`config.mk`:
```
export PLATFORM = sky130hd
export DESIGN_NAME = sprite_hit_reader
export DESIGN_NICKNAME = d
export VERILOG_FILES = /design/src/source/sprite_pkg.sv /design/src/source/sprite_hit_reader.sv
export SDC_FILE = /design/constraint.sdc
export NUM_CORES = 1
export LEC_CHECK = 0
export ABC_AREA = 0
export BUFFER_PORTS_ARGS = -buffer_cell sky130_fd_sc_hd__buf_4
export CAP_MARGIN = 30
export CORE_UTILIZATION = 49
export CTS_CLUSTER_DIAMETER = 50
export CTS_CLUSTER_SIZE = 28
export DETAILED_ROUTE_END_ITERATION = 16
export GPL_TIMING_DRIVEN = 0
export PLACE_DENSITY = 0.93
export SLEW_MARGIN = 20
export SYNTH_ARGS = -nofsm -noshare
export SYNTH_HDL_FRONTEND = slang
export SYNTH_SLANG_ARGS = --single-unit
```
`constraint.sdc`:
```
create_clock -name clk -period 5.9 [get_ports clk]
set_clock_uncertainty 0.1 [all_clocks]
set_input_delay 1.18 -clock clk [delete_from_list [all_inputs] [get_ports clk]]
set_output_delay 1.18 -clock clk [all_outputs]
set_load 0.005 [all_outputs]
```
`src/source/sprite_pkg.sv`:
```
/*
 * sprite renderer shared definitions
 * sizes, latencies and the packed words passed between the
 * hit reader, row fetcher, blitter and line buffer
 */
package sprite_pkg;

    localparam int line_width        = 512;
    localparam int vram_read_latency = 3;
    localparam int row_offset        = 128;
    localparam int hit_list_depth    = 256;
    localparam int row_queue_depth   = 2;

    localparam int vram_addr_width = 16;
    localparam int line_addr_width = $clog2(line_width);
    localparam int hit_addr_width  = $clog2(hit_list_depth);

    typedef struct packed {
        logic [7:0] sprite_id;
        logic [3:0] line_offset;
        logic       wide;
        logic       last;
    } hit_entry_t;

    typedef struct packed {
        logic [9:0] character;
        logic [3:0] palette;
        logic [1:0] prio;
        logic [9:0] target_x;
        logic       flip_x;
    } sprite_attr_t;

    typedef struct packed {
        sprite_attr_t attr;
        logic [3:0]   line_offset;
        logic         wide;
    } sprite_job_t;

    typedef struct packed {
        logic [31:0] pixels;
        logic [3:0]  palette;
        logic [1:0]  prio;
        logic [9:0]  x_start;
        logic        flip_x;
        logic        last_row;
    } pattern_row_t;

    typedef struct packed {
        logic [1:0] prio;
        logic [3:0] palette;
        logic [3:0] color;
    } pixel_t;

endpackage

```
`src/source/sprite_hit_reader.sv`:
```
/*
 * sprite hit reader
 * walks the per-line hit list, looks up each sprite's attributes
 * and hands the joined job to the row fetcher
 */
`timescale 1ns/10ps

module sprite_hit_reader import sprite_pkg::*; (
    input  logic                      clk,
    input  logic                      arst_n,
    input  logic                      start,
    output logic [hit_addr_width-1:0] hit_addr,
    input  hit_entry_t                hit_data,
    output logic [7:0]                attr_addr,
    input  sprite_attr_t              attr_data,
    output logic                      job_valid,
    output sprite_job_t               job,
    input  logic                      job_ready,
    output logic                      list_end
);

    typedef enum logic [2:0] {
        S_IDLE,
        S_LIST,
        S_ATTR,
        S_JOIN,
        S_JOB
    } state_t;

    state_t                  state;
    logic [hit_addr_width:0] idx;
    logic [3:0]              line_offset_r;
    logic                    wide_r;

    // one extra index bit so a full list also terminates
    assign hit_addr = idx[hit_addr_width-1:0];

    // attribute table addressed straight from the list word
    assign attr_addr = hit_data.sprite_id;

    always_ff @(posedge clk or negedge arst_n) begin
        if (!arst_n) begin
            state     <= S_IDLE;
            idx       <= '0;
            job_valid <= 1'b0;
            list_end  <= 1'b0;
        end else if (start) begin
            state     <= S_LIST;
            idx       <= '0;
            job_valid <= 1'b0;
            list_end  <= 1'b0;
        end else begin
            case (state)
                // data arrives the cycle after the address
                S_LIST: state <= S_ATTR;
                S_ATTR: begin
                    if (hit_data.last || idx == (hit_addr_width + 1)'(hit_list_depth)) begin
                        list_end <= 1'b1;
                        state    <= S_IDLE;
                    end else begin
                        state <= S_JOIN;
                    end
                end
                S_JOIN: begin
                    job_valid <= 1'b1;
                    idx       <= idx + 1'b1;
                    state     <= S_JOB;
                end
                S_JOB: begin
                    // next entry was addressed while the job waited
                    if (job_ready) begin
                        job_valid <= 1'b0;
                        state     <= S_ATTR;
                    end
                end
                default: state <= S_IDLE;
            endcase
        end
    end

    always_ff @(posedge clk) begin
        if (state == S_ATTR) begin
            line_offset_r <= hit_data.line_offset;
            wide_r        <= hit_data.wide;
        end
        if (state == S_JOIN) begin
            job <= '{attr: attr_data, line_offset: line_offset_r, wide: wide_r};
        end
    end

    // the fetcher may sample the job on any cycle it raises ready
    job_hold_a: assert property (@(posedge clk) disable iff (!arst_n || start)
        job_valid && !job_ready |=> job_valid && $stable(job));

endmodule

```
==> flow_summary.toml <==
[outcome]
outcome = "finished clean"

[clock_network]
clockBufferDepth = 2
numCtsBuffers = 5
cts_tree = "done"
post-cts-setup-buffers = 0
hold_buffers = 0
insertion_delay_ps = 300
h-tree-depth = 2
cts.sinks = 51
path_clk_slew_ps = 80
ctsResizeCount = 0
root_buffer = "clkbuf_8"

[worst_setup_path]
crit_path_frequent_cell = "buf_4"
crit_fanout = 1
worstReg2RegStart = "state[2]"
startpoint = "hit_data[6]"
setup.worst_path.end_class = "primary output"
slowest_stage = "buf_4"
cp.buffers_inverters = 2
critPathMaxStageDelay_ps = 120
worstPathCellList = "buf_4 -> buf_4"
start_kind = "input pin"
arrival_ps = 1410
crit_type = "in -> out"
cp_top_family = "buffers and inverters"
required_ps = 4620

[synth]
synth_ff_type = "edfxtp_1"
async_flop_share_pct = 27.5
synth_compound_area_share_pct = 5.49
netlist_instances = 130
synth_area_leaders = "edfxtp_1, dfrtp_1, buf_4, a21oi_1, o31ai_1"
synth_top_family_by_area = "simple AND/OR/NAND/NOR gates"
avgSynthCellArea_um2 = 15.4
synth_edf_count = 37
yosysUniqueCellTypes = 32
ys_seq_area_share_pct = 72.9
yosysTopAreaCell = "edfxtp_1"
synth_fa_ha_area_share_pct = 1.25
synth-simple-area-share_pct = 9.92
netlist_area_mm2 = 0.00201
synthMuxAreaShare_pct = 0.499
yosysWarnings = 0
synth_fp_nets = 177
synth_most_common_cell = "edfxtp_1"
yosysTopAreaCellShare_pct = 55.4
synth_common_cells = "edfxtp_1, buf_4, dfrtp_1"
synth-xor-area-share_pct = 1.31
synth-seq-cells = 51

[detailed_routing]
ant_nets = 0
drc = 0
routedWlPerCell_um = 15.4
drt-total-wl_um = 4210
dr.first_iter.drc_count = 50
drtPass1Iterations = 4
via_per_inst = 5.10
vias = 1392

[timing]
max_freq_mhz = 372
fin_crit_sh_pct = 45.6
period_needed_ps = 2690
setup_viol = 0
final_max_slew_viol_count = 0
grt_setup_unrepaired = "false"
worst_pin_slew_ps = 828
finalSetupTns_ps = 0
hold_violations = 0
maxSlewHeadroom_pct = 44.7

[floorplanning]
core_area_mm2 = 0.00380
die_h_um = 66.0
rows = 22
die_area_mm2 = 0.00435
ios = 95
die_w_um = 66.0
start_util_pct = 52.8

[final_layout]
layout-drive-gt1-share_pct = 52.0
antenna_cells = 0
finalNetCount = 271
final_cells = 273
design_area_mm2 = 0.00284
syn_to_final_growth_pct = 41.5

[min_path]
hold_start = "line_offset_r[1]"
hold_class = "reg -> reg"

[placement]
routabilityCongestion = 0.798
place_hpwl_um = 3200
placed_cells = 265
portBuffers = 86
dpl-instance-area_mm2 = 0.00274

[power]
power_mw = 0.687
p_per_area_mw_per_mm2 = 242
ir_worst_vdd_mv = 0.134
p_leak_nw = 1.23

[grt]
track_usage_pct = 20.5
grt_first_pass_wirelength_um = 6550
antenna_found_initial = 0
grt_max_degree = 20
grt_pass1_vias = 1382
grt_overflow = 0

[flow_run]
drv_cap = 0
[flip-flops by register name, indices dropped and copies added (netlist names)]
signal / flops
list_end: 1
idx: 9
job: 32
line_offset_r: 4
job_valid: 1
state: 3
wide_r: 1
[area by class of cell]
| class | count | area [µm²] |
|---|---|---|
| Sequential cell | 51 | 1460 |
| Fill cell | 262 | 961 |
| Timing Repair Buffer | 87 | 673 |
| Multi-Input combinational cell | 54 | 370 |
| Buffer | 21 | 159 |
| Clock buffer | 6 | 82.6 |
| Tap cell | 48 | 60.1 |
| Clock inverter | 2 | 16.3 |
| Inverter | 4 | 15.0 |
[cells in the final DEF, fill, tap and decap left out, drive strengths merged, types with 4 or more instances in the layout]
| master | n |
|---|---|
| buf | 107 |
| edfxtp | 37 |
| dfrtp | 14 |
| a21oi | 9 |
| clkbuf | 7 |
| nor2 | 6 |
| inv | 4 |
| nand2 | 4 |
| o31ai | 4 |
| or4 | 4 |
[worst paths after layout]
check	slack, ps	endpoint	cells past startpoint
setup / recovery	3210	attr_addr[0]	2
hold / removal	320	job[2]	0
setup reg to reg	3970	job[24]	4
hold reg to reg	320	job[2]	0
max in group asynchronous	4910	idx[2]	1
min in group asynchronous	610	idx[1]	1
[routing by layer]
layer / global-route usage (%) / part of all wire, % / routed length, µm
met1: 25.4 / 39 / 1640
met2: 36.5 / 50 / 2120
met3: 4.66 / 10 / 422
met4: 4.79 / 0.71 / 30
met5: 0 / 0 / 0
[through the flow]
| stage | util, % | hold WS [ps] | setup slack [ps] |
|---|---|---|---|
| CTS | 74.7 | 326 | 3210 |
| detailed placement | 72.1 | 305 | 3210 |
| global placement | 71.4 | 301 | 3210 |
| floorplan | - | 300 | 3330 |
| global route | 74.7 | 332 | 3200 |
| finish | 74.7 | 324 | 3210 |
[report_power, final]
group          switching [mW]  internal (mW)  total, mW
Combinational          0.0292         0.0436     0.0728
Clock                   0.112         0.0958      0.207
Sequential            0.00493          0.401      0.406
Total                   0.146          0.541      0.687
[logic make-up (layout without fill, tap and decap cells)]
kind of cell / Yosys count / in the layout
adder cells (fa/ha/maj): 2 / 2
AO/OA/AOI/OAI: 18 / 18
AND/OR/NAND/NOR: 30 / 30
buffers and inverters: 25 / 120
flip-flops: 51 / 51
XOR/XNOR: 3 / 3
multiplexers: 1 / 1
(Power assumes the default switching activity.)
