## config.mk

```make
export PLATFORM = sky130hd
export DESIGN_NAME = sprite_blitter
export DESIGN_NICKNAME = d
export VERILOG_FILES = /design/src/source/sprite_pkg.sv /design/src/source/sprite_blitter.sv
export SDC_FILE = /design/constraint.sdc
export NUM_CORES = 1
export LEC_CHECK = 0
export BUFFER_PORTS_ARGS = -buffer_cell sky130_fd_sc_hd__buf_2
export CAP_MARGIN = 20
export CORE_MARGIN = 1.5
export CORE_UTILIZATION = 39
export CTS_CLUSTER_SIZE = 28
export DETAILED_ROUTE_END_ITERATION = 8
export GPL_ROUTABILITY_DRIVEN = 0
export PLACE_DENSITY = 0.54
export RECOVER_POWER = 100
export SETUP_SLACK_MARGIN = 0.4
export SYNTH_ARGS = -nofsm -noshare
export SYNTH_HDL_FRONTEND = slang
export SYNTH_SLANG_ARGS = --single-unit
```

## constraint.sdc

```tcl
create_clock -name clk -period 3.4 [get_ports clk]
set_input_delay 0.51 -clock clk [delete_from_list [all_inputs] [get_ports clk]]
set_output_delay 0.51 -clock clk [all_outputs]
set_load 0.01 [all_outputs]
```

## src/source/sprite_pkg.sv

```systemverilog
/*
 * sprite renderer shared definitions
 * sizes, latencies and the packed words passed between the
 * hit reader, row fetcher, blitter and line buffer
 */
package sprite_pkg;

    localparam int line_width        = 512;
    localparam int vram_read_latency = 3;
    localparam int row_offset        = 128;
    localparam int hit_list_depth    = 256;
    localparam int row_queue_depth   = 2;

    localparam int vram_addr_width = 16;
    localparam int line_addr_width = $clog2(line_width);
    localparam int hit_addr_width  = $clog2(hit_list_depth);

    typedef struct packed {
        logic [7:0] sprite_id;
        logic [3:0] line_offset;
        logic       wide;
        logic       last;
    } hit_entry_t;

    typedef struct packed {
        logic [9:0] character;
        logic [3:0] palette;
        logic [1:0] prio;
        logic [9:0] target_x;
        logic       flip_x;
    } sprite_attr_t;

    typedef struct packed {
        sprite_attr_t attr;
        logic [3:0]   line_offset;
        logic         wide;
    } sprite_job_t;

    typedef struct packed {
        logic [31:0] pixels;
        logic [3:0]  palette;
        logic [1:0]  prio;
        logic [9:0]  x_start;
        logic        flip_x;
        logic        last_row;
    } pattern_row_t;

    typedef struct packed {
        logic [1:0] prio;
        logic [3:0] palette;
        logic [3:0] color;
    } pixel_t;

endpackage

```

## src/source/sprite_blitter.sv

```systemverilog
/*
 * sprite blitter
 * queues pattern rows and shifts each one out as eight pixel
 * writes, dropping transparent and off-line pixels
 */
`timescale 1ns/10ps

module sprite_blitter import sprite_pkg::*; (
    input  logic                       clk,
    input  logic                       arst_n,
    input  logic                       row_valid,
    input  pattern_row_t               row,
    output logic                       credit_return,
    output logic                       wr_en,
    output logic [line_addr_width-1:0] wr_x,
    output pixel_t                     wr_pixel,
    output logic                       idle
);

    localparam int ptr_width   = $clog2(row_queue_depth);
    localparam int count_width = $clog2(row_queue_depth + 1);

    pattern_row_t           queue [row_queue_depth];
    logic [ptr_width-1:0]   wr_ptr;
    logic [ptr_width-1:0]   rd_ptr;
    logic [count_width-1:0] count;
    logic                   pop;

    logic        busy;
    logic [2:0]  pix_cnt;
    logic [31:0] shifter;
    logic [3:0]  sh_palette;
    logic [1:0]  sh_prio;
    logic [9:0]  sh_x;
    logic        sh_flip;
    logic [3:0]  nibble;
    logic [10:0] x_pos;

    // next row loads on the last pixel of the current one
    assign pop           = (count != '0) && (!busy || pix_cnt == 3'd7);
    assign credit_return = pop;

    // mirrored rows start from the low nibble
    assign nibble = sh_flip ? shifter[3:0] : shifter[31:28];
    assign x_pos  = {1'b0, sh_x} + {8'b0, pix_cnt};

    assign idle = !busy && (count == '0) && !wr_en;

    always_ff @(posedge clk or negedge arst_n) begin
        if (!arst_n) begin
            wr_ptr  <= '0;
            rd_ptr  <= '0;
            count   <= '0;
            busy    <= 1'b0;
            pix_cnt <= '0;
            wr_en   <= 1'b0;
        end else begin
            // pointers wrap on their own, depth is a power of two
            if (row_valid) begin
                wr_ptr <= wr_ptr + 1'b1;
            end
            if (pop) begin
                rd_ptr <= rd_ptr + 1'b1;
            end
            count <= count + count_width'(row_valid) - count_width'(pop);

            if (pop) begin
                busy    <= 1'b1;
                pix_cnt <= '0;
            end else if (busy) begin
                busy    <= (pix_cnt != 3'd7);
                pix_cnt <= pix_cnt + 1'b1;
            end

            wr_en <= busy && (nibble != 4'd0) && (x_pos < 11'(line_width));
        end
    end

    always_ff @(posedge clk) begin
        if (row_valid) begin
            queue[wr_ptr] <= row;
        end
        if (pop) begin
            shifter    <= queue[rd_ptr].pixels;
            sh_palette <= queue[rd_ptr].palette;
            sh_prio    <= queue[rd_ptr].prio;
            sh_x       <= queue[rd_ptr].x_start;
            sh_flip    <= queue[rd_ptr].flip_x;
        end else if (busy) begin
            shifter <= sh_flip ? {4'b0, shifter[31:4]} : {shifter[27:0], 4'b0};
        end
        wr_x     <= x_pos[line_addr_width-1:0];
        wr_pixel <= '{prio: sh_prio, palette: sh_palette, color: nibble};
    end

    // credits in the fetcher must keep the queue from overflowing
    queue_full_a: assert property (@(posedge clk) disable iff (!arst_n)
        row_valid |-> count < count_width'(row_queue_depth));

endmodule

```

==> results.ini <==
[power_and_ir_drop]
p_leak_nw = 2.78
cell_internal_pwr_mw = 4.88
relative_contribution_of_sequential_cells_to_total_power_pct = 49.8
powerDensity_nw_per_um2 = 887
p_sw_mw = 2.00
p_comb_share_pct = 23.3
report.power.total_mw = 6.88
share_clk_of_total_power_pct = 26.9
netSwitchingFraction_pct = 29.1
vdd_ir_drop_max_mv = 0.393

[global_routing]
global_route.overflow_total = 0
initial_antenna_violation_count = 0
grt.total_usage_pct = 14.1
grt_pass1_wl_um = 18300
grt_pass1_vias = 3381
largest_net_degree_at_the_start_of_global_routing = 56

[place]
place.detailed.instances = 669
preCtsSetupSlack_ns = 0.743
numPortBuffers = 73
placedInstanceArea_um2 = 7270
detailedPlacementHpwl_um = 7470

[setup_path]
cp-start-kind = register
path_max_fanout = 33
crit_path_start = wr_ptr
worst_ep_required_time_ns = 3.45
setup.worst_path.class = reg2reg
critPathCaptureType = register
crit_arrival_ns = 2.96
timing.rr.start = wr_ptr

[synth]
synthDistinctLibCells = 35
mappedNetlistArea_um2 = 6600
post_synthesis_share_of_cell_area_spent_on_full_adders_half_adders_and_majority_gates_pct = 1.63
synth-compound-area-share_pct = 6.18
synthCells = 387
yosys_warnings = 0
synthesis.area_per_instance_um2 = 17.1
post_synth_and_or_nand_nor_area_fraction_pct = 4.66
synth.ff_latch_count = 175
proportion_of_synthesized_flip_flops_having_asynchronous_set_or_reset_pct = 5.14
netlist.area_leader.share_pct = 66.8
synthFlopType = edfxtp_1
yosysSeqAreaShare_pct = 76.0
synth_top_area_cell = edfxtp_1
dominant_combinational_cell_family_by_area_after_synthesis = multiplexers
post_synth_net_total = 448
number_of_synthesized_flops_with_an_enable_pin = 147
yosys-top-cells-area = edfxtp_1 67%, dfxtp_1 5.8%, mux2i_1 4.9%
post_synth_xor_area_fraction_pct = 1.46
synth.mux.area_fraction_pct = 8.60

[final_layout]
stdcell_area_um2 = 7750
diodes = 0
final_core_utilization_pct = 46.7
nNetsFinal = 530
post_route_cells_drive_above_1_share_pct = 16.2
synthToLayoutAreaGrowth_pct = 17.4
finish.cell_count_without_fillers = 702

[sta]
worst_hold_margin_ns = 0.261
final_min_period_over_clock_period_pct = 85.5
max_freq_mhz = 344
maxSlewHeadroom_pct = -21.1
worstMarginPinSlew_ns = 1.82
slew_violations = 51
grt_setup_unrepaired = false
finalWorstPathRequiredPeriod_ns = 2.91
final.setup_skew_ns = 0.00851
setup_viol = 0
final_worst_path_setup_slack_ns = 0.492
hold_viol_final = 0
final.setup.tns_ns = 0

[cts]
htree_levels = 4
clock_latency_ns = 0.43
tritoncts_clock_tree = built
tritoncts.num_buffers = 17
clk_pin_slew_worst_paths_ns = 0.07
cts_sinks = 175
ctsRootBufferMaster = clkbuf_16
cts_setup_buffers = 0
max-clock-path-buffers = 2

[hold_path]
hold_path_startpoint = row[38]
hold_path.class = in2reg

[detailed_routing]
wl_per_cell_um = 16.6
routed-via-count = 3388
routed_wl_um = 11700
viasPerCell = 4.83
drtPass1Iterations = 4
drc = 0
drtIter0Drc = 219
antenna_violating_nets_post_route = 0

[outcome]
violations = max-capacitance violations, max-slew violations
status = finished, violations left

[run]
drv.max_cap_violation_count = 2

[floorplanning]
core_area_um2 = 16600
start_util_pct = 39.8
die-area_um2 = 17700
die_height_um = 133
design.portCount = 75
dieWidth_um = 133
core.rowCount = 47

[sequential cells by signal (all words and copies together), names as in the netlist]
name	cells
busy	1
count	2
pix_cnt	3
queue	98
rd_ptr	1
sh_flip	1
sh_palette	4
sh_prio	2
sh_x	10
shifter	32
wr_en	1
wr_pixel	10
wr_ptr	1
wr_x	9
[path summary, 6_finish.rpt]
check                                to  slack, ns  cells after the start
min in group asynchronous        wr_ptr       0.55                      2
hold reg to reg             wr_pixel[4]       0.34                      0
max in group asynchronous      count[0]       2.51                      2
setup / recovery           queue[0][19]       0.49                      2
setup reg to reg           queue[0][19]       0.49                      2
hold / removal             queue[0][38]       0.26                      1
[cell families after synthesis]
| family | after synthesis |
|---|---|
| compound gates | 65 |
| xor+xnor | 11 |
| fa+ha+maj | 8 |
| buf+inv | 23 |
| flops | 175 |
| mux | 54 |
| simple gates | 51 |
[cells in the mapped netlist, types with 5 or more instances]
cell type  instances
xnor2_1            8
nor2b_1           25
a211oi_1          24
buf_2              7
dfxtp_1           19
edfxtp_1         147
mux2i_1           32
nand3_1            5
a21oi_1           26
ha_1               7
mux2_2            22
o21ai_0            8
clkbuf_1           9
dfrtp_1            9
[worst max-delay path, stage by stage (launching register included)]
cell and delay (ns):
dfrtp_1 0.40, nor2b_1 1.19, clkbuf_2 0.88
[cell type report]
type	instances	area, um2
clock buffers	20	437
repair buffers	82	389
inverters	4	17.5
clock inverters	12	119
multi-input cells	189	1500
fillers	1472	8830
well taps	220	275
flip-flops and latches	175	5020
[per-layer routing]
layer	wire length [um]	vias up	track usage [%]	share of wire, %
met4	269	0	7.25	2.3
met5	0	-	0	0
met2	5440	71	21.2	47
met1	5530	1638	18.8	47
li1	-	1661	-	-
met3	415	18	3.81	3.6
[placed cells by master, fill, tap and decap left out, drive strengths merged, types with 4 or more instances in the layout]
cell and instances:
clkinvlp 4, nor2b 25, mux2 22, inv 5, nand3b 4, o21ai 9, dfrtp 9, xnor2 8
mux2i 32, a211oi 24, dfxtp 19, nand2 4, nand3 6, clkinv 5, a21oi 26, edfxtp 147
buf 31, ha 7, nor2 4, clkbuf 70
[power by group through the flow]
stage | Combinational, mW | Clock, mW | Sequential [mW]
6_report | 1.61 | 1.85 | 3.42
5_1_grt | 1.79 | 1.98 | 3.50
4_1_cts | 1.69 | 1.90 | 3.42
3_5_place_dp | 1.67 | 0 | 3.46
3_3_place_gp | 1.63 | 0 | 3.44
2_1_floorplan | 1.20 | 0 | 3.35
[repair_timing]
action,in CTS,in global routing
gates resized for setup,1,1
hold buffers,1,0
endpoints found under the setup margin,1,1
endpoints found under the hold margin,9,0
Power figures use the tool's default switching activity.
