File: src/source/sprite_pkg.sv
/*
 * sprite renderer shared definitions
 * sizes, latencies and the packed words passed between the
 * hit reader, row fetcher, blitter and line buffer
 */
package sprite_pkg;

    localparam int line_width        = 512;
    localparam int vram_read_latency = 3;
    localparam int row_offset        = 128;
    localparam int hit_list_depth    = 256;
    localparam int row_queue_depth   = 2;

    localparam int vram_addr_width = 16;
    localparam int line_addr_width = $clog2(line_width);
    localparam int hit_addr_width  = $clog2(hit_list_depth);

    typedef struct packed {
        logic [7:0] sprite_id;
        logic [3:0] line_offset;
        logic       wide;
        logic       last;
    } hit_entry_t;

    typedef struct packed {
        logic [9:0] character;
        logic [3:0] palette;
        logic [1:0] prio;
        logic [9:0] target_x;
        logic       flip_x;
    } sprite_attr_t;

    typedef struct packed {
        sprite_attr_t attr;
        logic [3:0]   line_offset;
        logic         wide;
    } sprite_job_t;

    typedef struct packed {
        logic [31:0] pixels;
        logic [3:0]  palette;
        logic [1:0]  prio;
        logic [9:0]  x_start;
        logic        flip_x;
        logic        last_row;
    } pattern_row_t;

    typedef struct packed {
        logic [1:0] prio;
        logic [3:0] palette;
        logic [3:0] color;
    } pixel_t;

endpackage

File: src/source/sprite_row_fetch.sv
/*
 * sprite pattern row fetcher
 * turns a job into one or two video memory reads and sends each
 * returned row to the blitter, throttled by row queue credits
 */
`timescale 1ns/10ps

module sprite_row_fetch import sprite_pkg::*; (
    input  logic                       clk,
    input  logic                       arst_n,
    input  logic [vram_addr_width-1:0] vram_base,
    input  logic                       job_valid,
    input  sprite_job_t                job,
    output logic                       job_ready,
    output logic [vram_addr_width-1:0] vram_addr,
    output logic                       vram_rd,
    input  logic [31:0]                vram_data,
    output logic                       row_valid,
    output pattern_row_t               row,
    input  logic                       credit_return,
    output logic                       idle
);

    localparam int lat_width    = $clog2(vram_read_latency);
    localparam int credit_width = $clog2(row_queue_depth + 1);

    typedef enum logic [1:0] {
        S_IDLE,
        S_ISSUE,
        S_WAIT
    } state_t;

    state_t                   state;
    sprite_job_t              job_r;
    logic                     second;
    logic [lat_width-1:0]     lat_cnt;
    logic [credit_width-1:0]  credits;
    logic [credit_width-1:0]  avail;
    logic                     can_issue;
    logic                     data_here;
    logic [vram_addr_width-1:0] first_addr;
    logic [9:0]               x_start;

    // pattern rows are 8 words per character, lower half 128 words on
    assign first_addr = vram_base
                      + vram_addr_width'({job.attr.character, 3'b000})
                      + vram_addr_width'(job.line_offset[2:0])
                      + (job.line_offset[3] ? vram_addr_width'(row_offset) : '0);

    // a row leaving this cycle already owns a credit
    assign avail     = credits - credit_width'(row_valid);
    assign can_issue = (avail != '0);
    assign data_here = (state == S_WAIT) && (lat_cnt == lat_width'(vram_read_latency - 1));

    assign job_ready = (state == S_IDLE);
    assign vram_rd   = (state == S_ISSUE) && can_issue;

    // flipped wide sprite draws its first row on the right half
    assign x_start = job_r.attr.target_x
                   + (((second ^ (job_r.attr.flip_x & job_r.wide)) != 1'b0) ? 10'd8 : 10'd0);

    // includes full credits, so nothing sits in the blitter queue
    assign idle = (state == S_IDLE) && !row_valid
                && (credits == credit_width'(row_queue_depth));

    always_ff @(posedge clk or negedge arst_n) begin
        if (!arst_n) begin
            state     <= S_IDLE;
            second    <= 1'b0;
            lat_cnt   <= '0;
            row_valid <= 1'b0;
            credits   <= credit_width'(row_queue_depth);
        end else begin
            row_valid <= data_here;
            credits   <= credits - credit_width'(row_valid) + credit_width'(credit_return);
            case (state)
                S_IDLE: begin
                    if (job_valid) begin
                        second <= 1'b0;
                        state  <= S_ISSUE;
                    end
                end
                S_ISSUE: begin
                    if (can_issue) begin
                        lat_cnt <= '0;
                        state   <= S_WAIT;
                    end
                end
                S_WAIT: begin
                    lat_cnt <= lat_cnt + 1'b1;
                    if (data_here) begin
                        if (job_r.wide && !second) begin
                            second <= 1'b1;
                            state  <= S_ISSUE;
                        end else begin
                            state <= S_IDLE;
                        end
                    end
                end
                default: state <= S_IDLE;
            endcase
        end
    end

    always_ff @(posedge clk) begin
        if (job_ready && job_valid) begin
            job_r     <= job;
            vram_addr <= first_addr;
        end else if (data_here) begin
            // second half sits one character further on
            vram_addr <= vram_addr + vram_addr_width'(8);
        end
        if (data_here) begin
            row.pixels   <= vram_data;
            row.palette  <= job_r.attr.palette;
            row.prio     <= job_r.attr.prio;
            row.x_start  <= x_start;
            row.flip_x   <= job_r.attr.flip_x;
            row.last_row <= 1'b0;
        end
    end

    credit_max_a: assert property (@(posedge clk) disable iff (!arst_n)
        credits <= credit_width'(row_queue_depth));

    credit_send_a: assert property (@(posedge clk) disable iff (!arst_n)
        row_valid |-> credits != '0);

endmodule

File: config.mk
export PLATFORM = sky130hd
export DESIGN_NAME = sprite_row_fetch
export DESIGN_NICKNAME = d
export VERILOG_FILES = /design/src/source/sprite_pkg.sv /design/src/source/sprite_row_fetch.sv
export SDC_FILE = /design/constraint.sdc
export NUM_CORES = 1
export LEC_CHECK = 0
export BUFFER_PORTS_ARGS = -buffer_cell sky130_fd_sc_hd__buf_2
export CAP_MARGIN = 20
export CORE_MARGIN = 4
export CORE_UTILIZATION = 46
export CTS_BUF_LIST = sky130_fd_sc_hd__clkbuf_4
export DETAILED_ROUTE_END_ITERATION = 7
export PLACE_DENSITY = 0.83
export SYNTH_ARGS = -nofsm -noshare
export SYNTH_HDL_FRONTEND = slang
export SYNTH_SLANG_ARGS = --single-unit
export TNS_END_PERCENT = 100
File: constraint.sdc
create_clock -name clk -period 3.19 [get_ports clk]
set_input_delay 0.319 -clock clk [delete_from_list [all_inputs] [get_ports clk]]
set_output_delay 0.319 -clock clk [all_outputs]
set_load 0.01 [all_outputs]
==> out/results.tsv <==
stage	metric	value	unit
timing	worst rel slew slack	49.34	%
setup_path	r2r worst-path depth	5	
clock_network	setup bufs post-CTS	0	
clock_network	CTS buffer count	9	
clock_network	H-Tree Depth	3	
routing	post-DR wirelength/cell	15.19	µm
timing	Finish-stage setup viols	0	
setup_path	element type at the critical path start	primary input	
power	LEAKAGE	0.002275	µW
clock_network	Clk Tree Root Cell	clkbuf_4	
power	part of the power in registers	50.4	%
cells_and_area	# diodes	0	
die	Core Region	8806	µm²
timing	Least-Margin Pin Slew	0.7548	ns
placed_design	DP HPWL	7013	µm
cells_and_area	layout cells sized above 1	37.66	%
timing	fmax	0.4293	GHz
power	switching pwr	1119	µW
min_path	Worst Hold Launch	job[13]	
yosys	Syn Std Cell Area	4199	µm²
die	IO Count	154	
cells_and_area	Layout Utilization	60.03	%
power	Design Power	3475	µW
job	max-cap check violation count	0	
cells_and_area	Area growth, synth to finish	25.89	%
yosys	Syn. warnings	0	
timing	Hold Violations, Final	0	
grt	initial antenna violation count	0	
setup_path	Reg2Reg Setup Slack	1.19	ns
die	Rows	34	
placed_design	placed inst area	5111	µm²
routing	initial drt markers	100	
setup_path	CP arrival	2.53	ns
routing	Via density	5.130	
yosys	sequential fraction of the synthesis area	64.15	%
grt	vias in the first global route	3020	
cells_and_area	post-route cell area	5286	µm²
power	Power Density	657.4	nW/µm²
die	Die Ht	103.5	µm
routing	DRT Pass-1 Iters	4	
setup_path	RR Startpoint	state[0]	
yosys	post-synth top area share	59.36	%
timing	fin crit period	2.330	ns
routing	DRC viols	0	
clock_network	Clock Path Buffers	2	
status	status	finished clean	
grt	global-route usage over all layers	16.72	%
yosys	Syn Area/Cell	13.55	µm²
cells_and_area	Final Net Count	590	
yosys	largest area contributor in the netlist	edfxtp_1	
power	Combinational Power Share	29.0	%
grt	total grt overflow	0	
placed_design	gp weighted congestion	0.8992	
yosys	Post-Synthesis Net Count	427	
routing	vias	3006	
setup_path	FF-to-FF End	vram_addr[13]	
power	Clk pwr share	20.6	%
power	Net Sw Frac	32.21	%
clock_network	CTS tree	yes	
setup_path	Setup Crit Path Kind	in -> reg	
min_path	hold depth	1	
yosys	EDFF count, synth	83	
power	P_int	2356	µW
yosys	FFs w/ async S/R, synth	8.791	%
timing	Clock Skew	0.01991	ns
setup_path	Worst EP required	3.39	ns
timing	RSZ-0062 raised after global routing	no	
timing	Final TNS setup	0	ns
yosys	#FFs+latches synth	91	
min_path	Hold EP	job_r[13]	
routing	Final ANT Viol Nets	0	
die	Die ar.	10720	µm²
die	Die W	103.5	µm
grt	largest net degree at the start of global routing	34	
timing	Slew Viols, Final	0	
timing	Period Utilization, post-route	73.03	%
clock_network	clk sinks	91	
yosys	largest cells by area after synthesis	edfxtp_1, ha_1, dfrtp_1	
setup_path	Max FO, Critical Path	3	
clock_network	clock latency on the worst-skew pair	0.44	ns
die	Starting Density	47.68	%
routing	Routed WL	8901	µm
yosys	library cells used by synthesis	46	
clock_network	clock-pin transition on the worst setup and hold timing paths	0.15	ns
min_path	Worst Hold Class	in -> reg	
yosys	dominant synthesized flop cell	edfxtp_1	
power	worst vdd ir	229.2	µV
yosys	post-synthesis cell count	310	
grt	first-pass GRT wire length	14410	µm
placed_design	Buffers on Ports	152	
setup_path	CP endpoint kind	register	
==> synth_stat cells, types with 2 or more instances <==
| master | count |
|---|---|
| nor2_1 | 15 |
| o21bai_1 | 2 |
| dfrtp_1 | 7 |
| ha_1 | 31 |
| buf_4 | 2 |
| a21o_1 | 2 |
| and3_1 | 6 |
| clkbuf_1 | 2 |
| edfxtp_1 | 83 |
| a21oi_1 | 16 |
| o21a_1 | 2 |
| o22ai_1 | 2 |
| nand4_1 | 5 |
| o21ai_0 | 17 |
| nor3_1 | 6 |
| xor2_1 | 10 |
| xnor2_1 | 20 |
| inv_1 | 14 |
| nor2b_1 | 2 |
| nand2b_1 | 2 |
| clkbuf_2 | 2 |
| nand3_1 | 11 |
| nand2_1 | 26 |
| or3_1 | 2 |
| fa_1 | 2 |
==> per-stage QoR <==
stage                     worst slack (ns)  hold slack [ns]  cells
after global placement              0.5066           0.1649    568
after floorplan                     0.7327          0.02341    310
after CTS                           0.9095         0.006391    586
after detailed placement            0.4382           0.1717    569
final                               0.8604          0.04709    586
after global routing                0.7049         0.005756    586
==> registers in the layout, indices dropped and copies added, names as in the netlist <==
register and flops:
row 49, job_r 18, vram_addr 16, credits 2, lat_cnt 2, state 2
row_valid 1, second 1
==> cells by family (layout without fill, tap and decap cells) <==
family / Yosys count / in the layout / share of synthesized area, %
buffers and inverters: 21 / 189 / 2.115
flip-flops: 91 / 91 / 64.15
adder cells (fa/ha/maj): 33 / 33 / 10.19
AO/OA/AOI/OAI: 54 / 54 / 7.926
other: 1 / 1 / 0.08931
AND/OR/NAND/NOR: 80 / 80 / 9.267
XOR/XNOR: 30 / 30 / 6.257
==> power groups by stage <==
stage | clock network (µW) | registers (µW) | logic [µW]
2_1_floorplan | 0 | 1820 | 577
3_3_place_gp | 0 | 1770 | 969
3_5_place_dp | 0 | 1780 | 1010
4_1_cts | 736 | 1750 | 1020
5_1_grt | 783 | 1780 | 1140
6_report | 715 | 1750 | 1010
==> what timing repair did <==
action,4_1_cts,5_1_grt
hold buffers,1,0
endpoints found under the hold margin,8,0
resized for setup,0,0
setup endpoints to repair,0,0
==> critical path, stage by stage <==
cell,delay [ns]
buf_2,0.10
ha_1,0.30
ha_1,0.23
fa_1,0.43
a21oi_1,0.16
o21ai_0,0.18
o311a_1,0.36
nor3_1,0.22
xor2_1,0.17
o21ai_1,0.07
==> final cells by class <==
type,count,area (µm²)
well taps,108,135.1
fillers,700,3520
inverters,15,56.30
clock inverters,7,97.59
multi-input cells,198,1424
repair buffers,158,812.0
clock buffers,9,67.56
flip-flops and latches,91,2694
==> cells in the final DEF, fill, tap and decap left out, types with 4 or more instances in the layout <==
| cell type | instances |
|---|---|
| edfxtp_1 | 83 |
| dfrtp_1 | 7 |
| a21oi_1 | 16 |
| nor2_1 | 14 |
| buf_4 | 4 |
| buf_2 | 152 |
| and3_1 | 6 |
| xnor2_1 | 20 |
| o21ai_0 | 16 |
| nor3_1 | 6 |
| inv_1 | 14 |
| clkbuf_4 | 9 |
| nand3_1 | 11 |
| nand2_1 | 26 |
| nand4_1 | 5 |
| ha_1 | 31 |
| xor2_1 | 10 |
==> layer usage <==
metal / global-route usage [%] / wire length [µm]
met5: 0 / 0
met4: 7.028 / 144
met3: 4.726 / 701
met2: 28.46 / 4251
met1: 19.97 / 3805
==> worst max path at each step <==
stage	slack (ns)	end	cells past startpoint	from
2_1_floorplan	0.73	vram_addr[12]	10	vram_base[7]
3_3_place_gp	0.51	vram_addr[13]	10	vram_base[1]
3_5_place_dp	0.44	vram_addr[13]	10	vram_base[1]
4_1_cts	0.91	vram_addr[13]	10	vram_base[1]
5_1_grt	0.70	vram_addr[13]	10	vram_base[1]
6_report	0.86	vram_addr[13]	10	vram_base[1]
No activity file was read; power rests on OpenSTA's default activity.
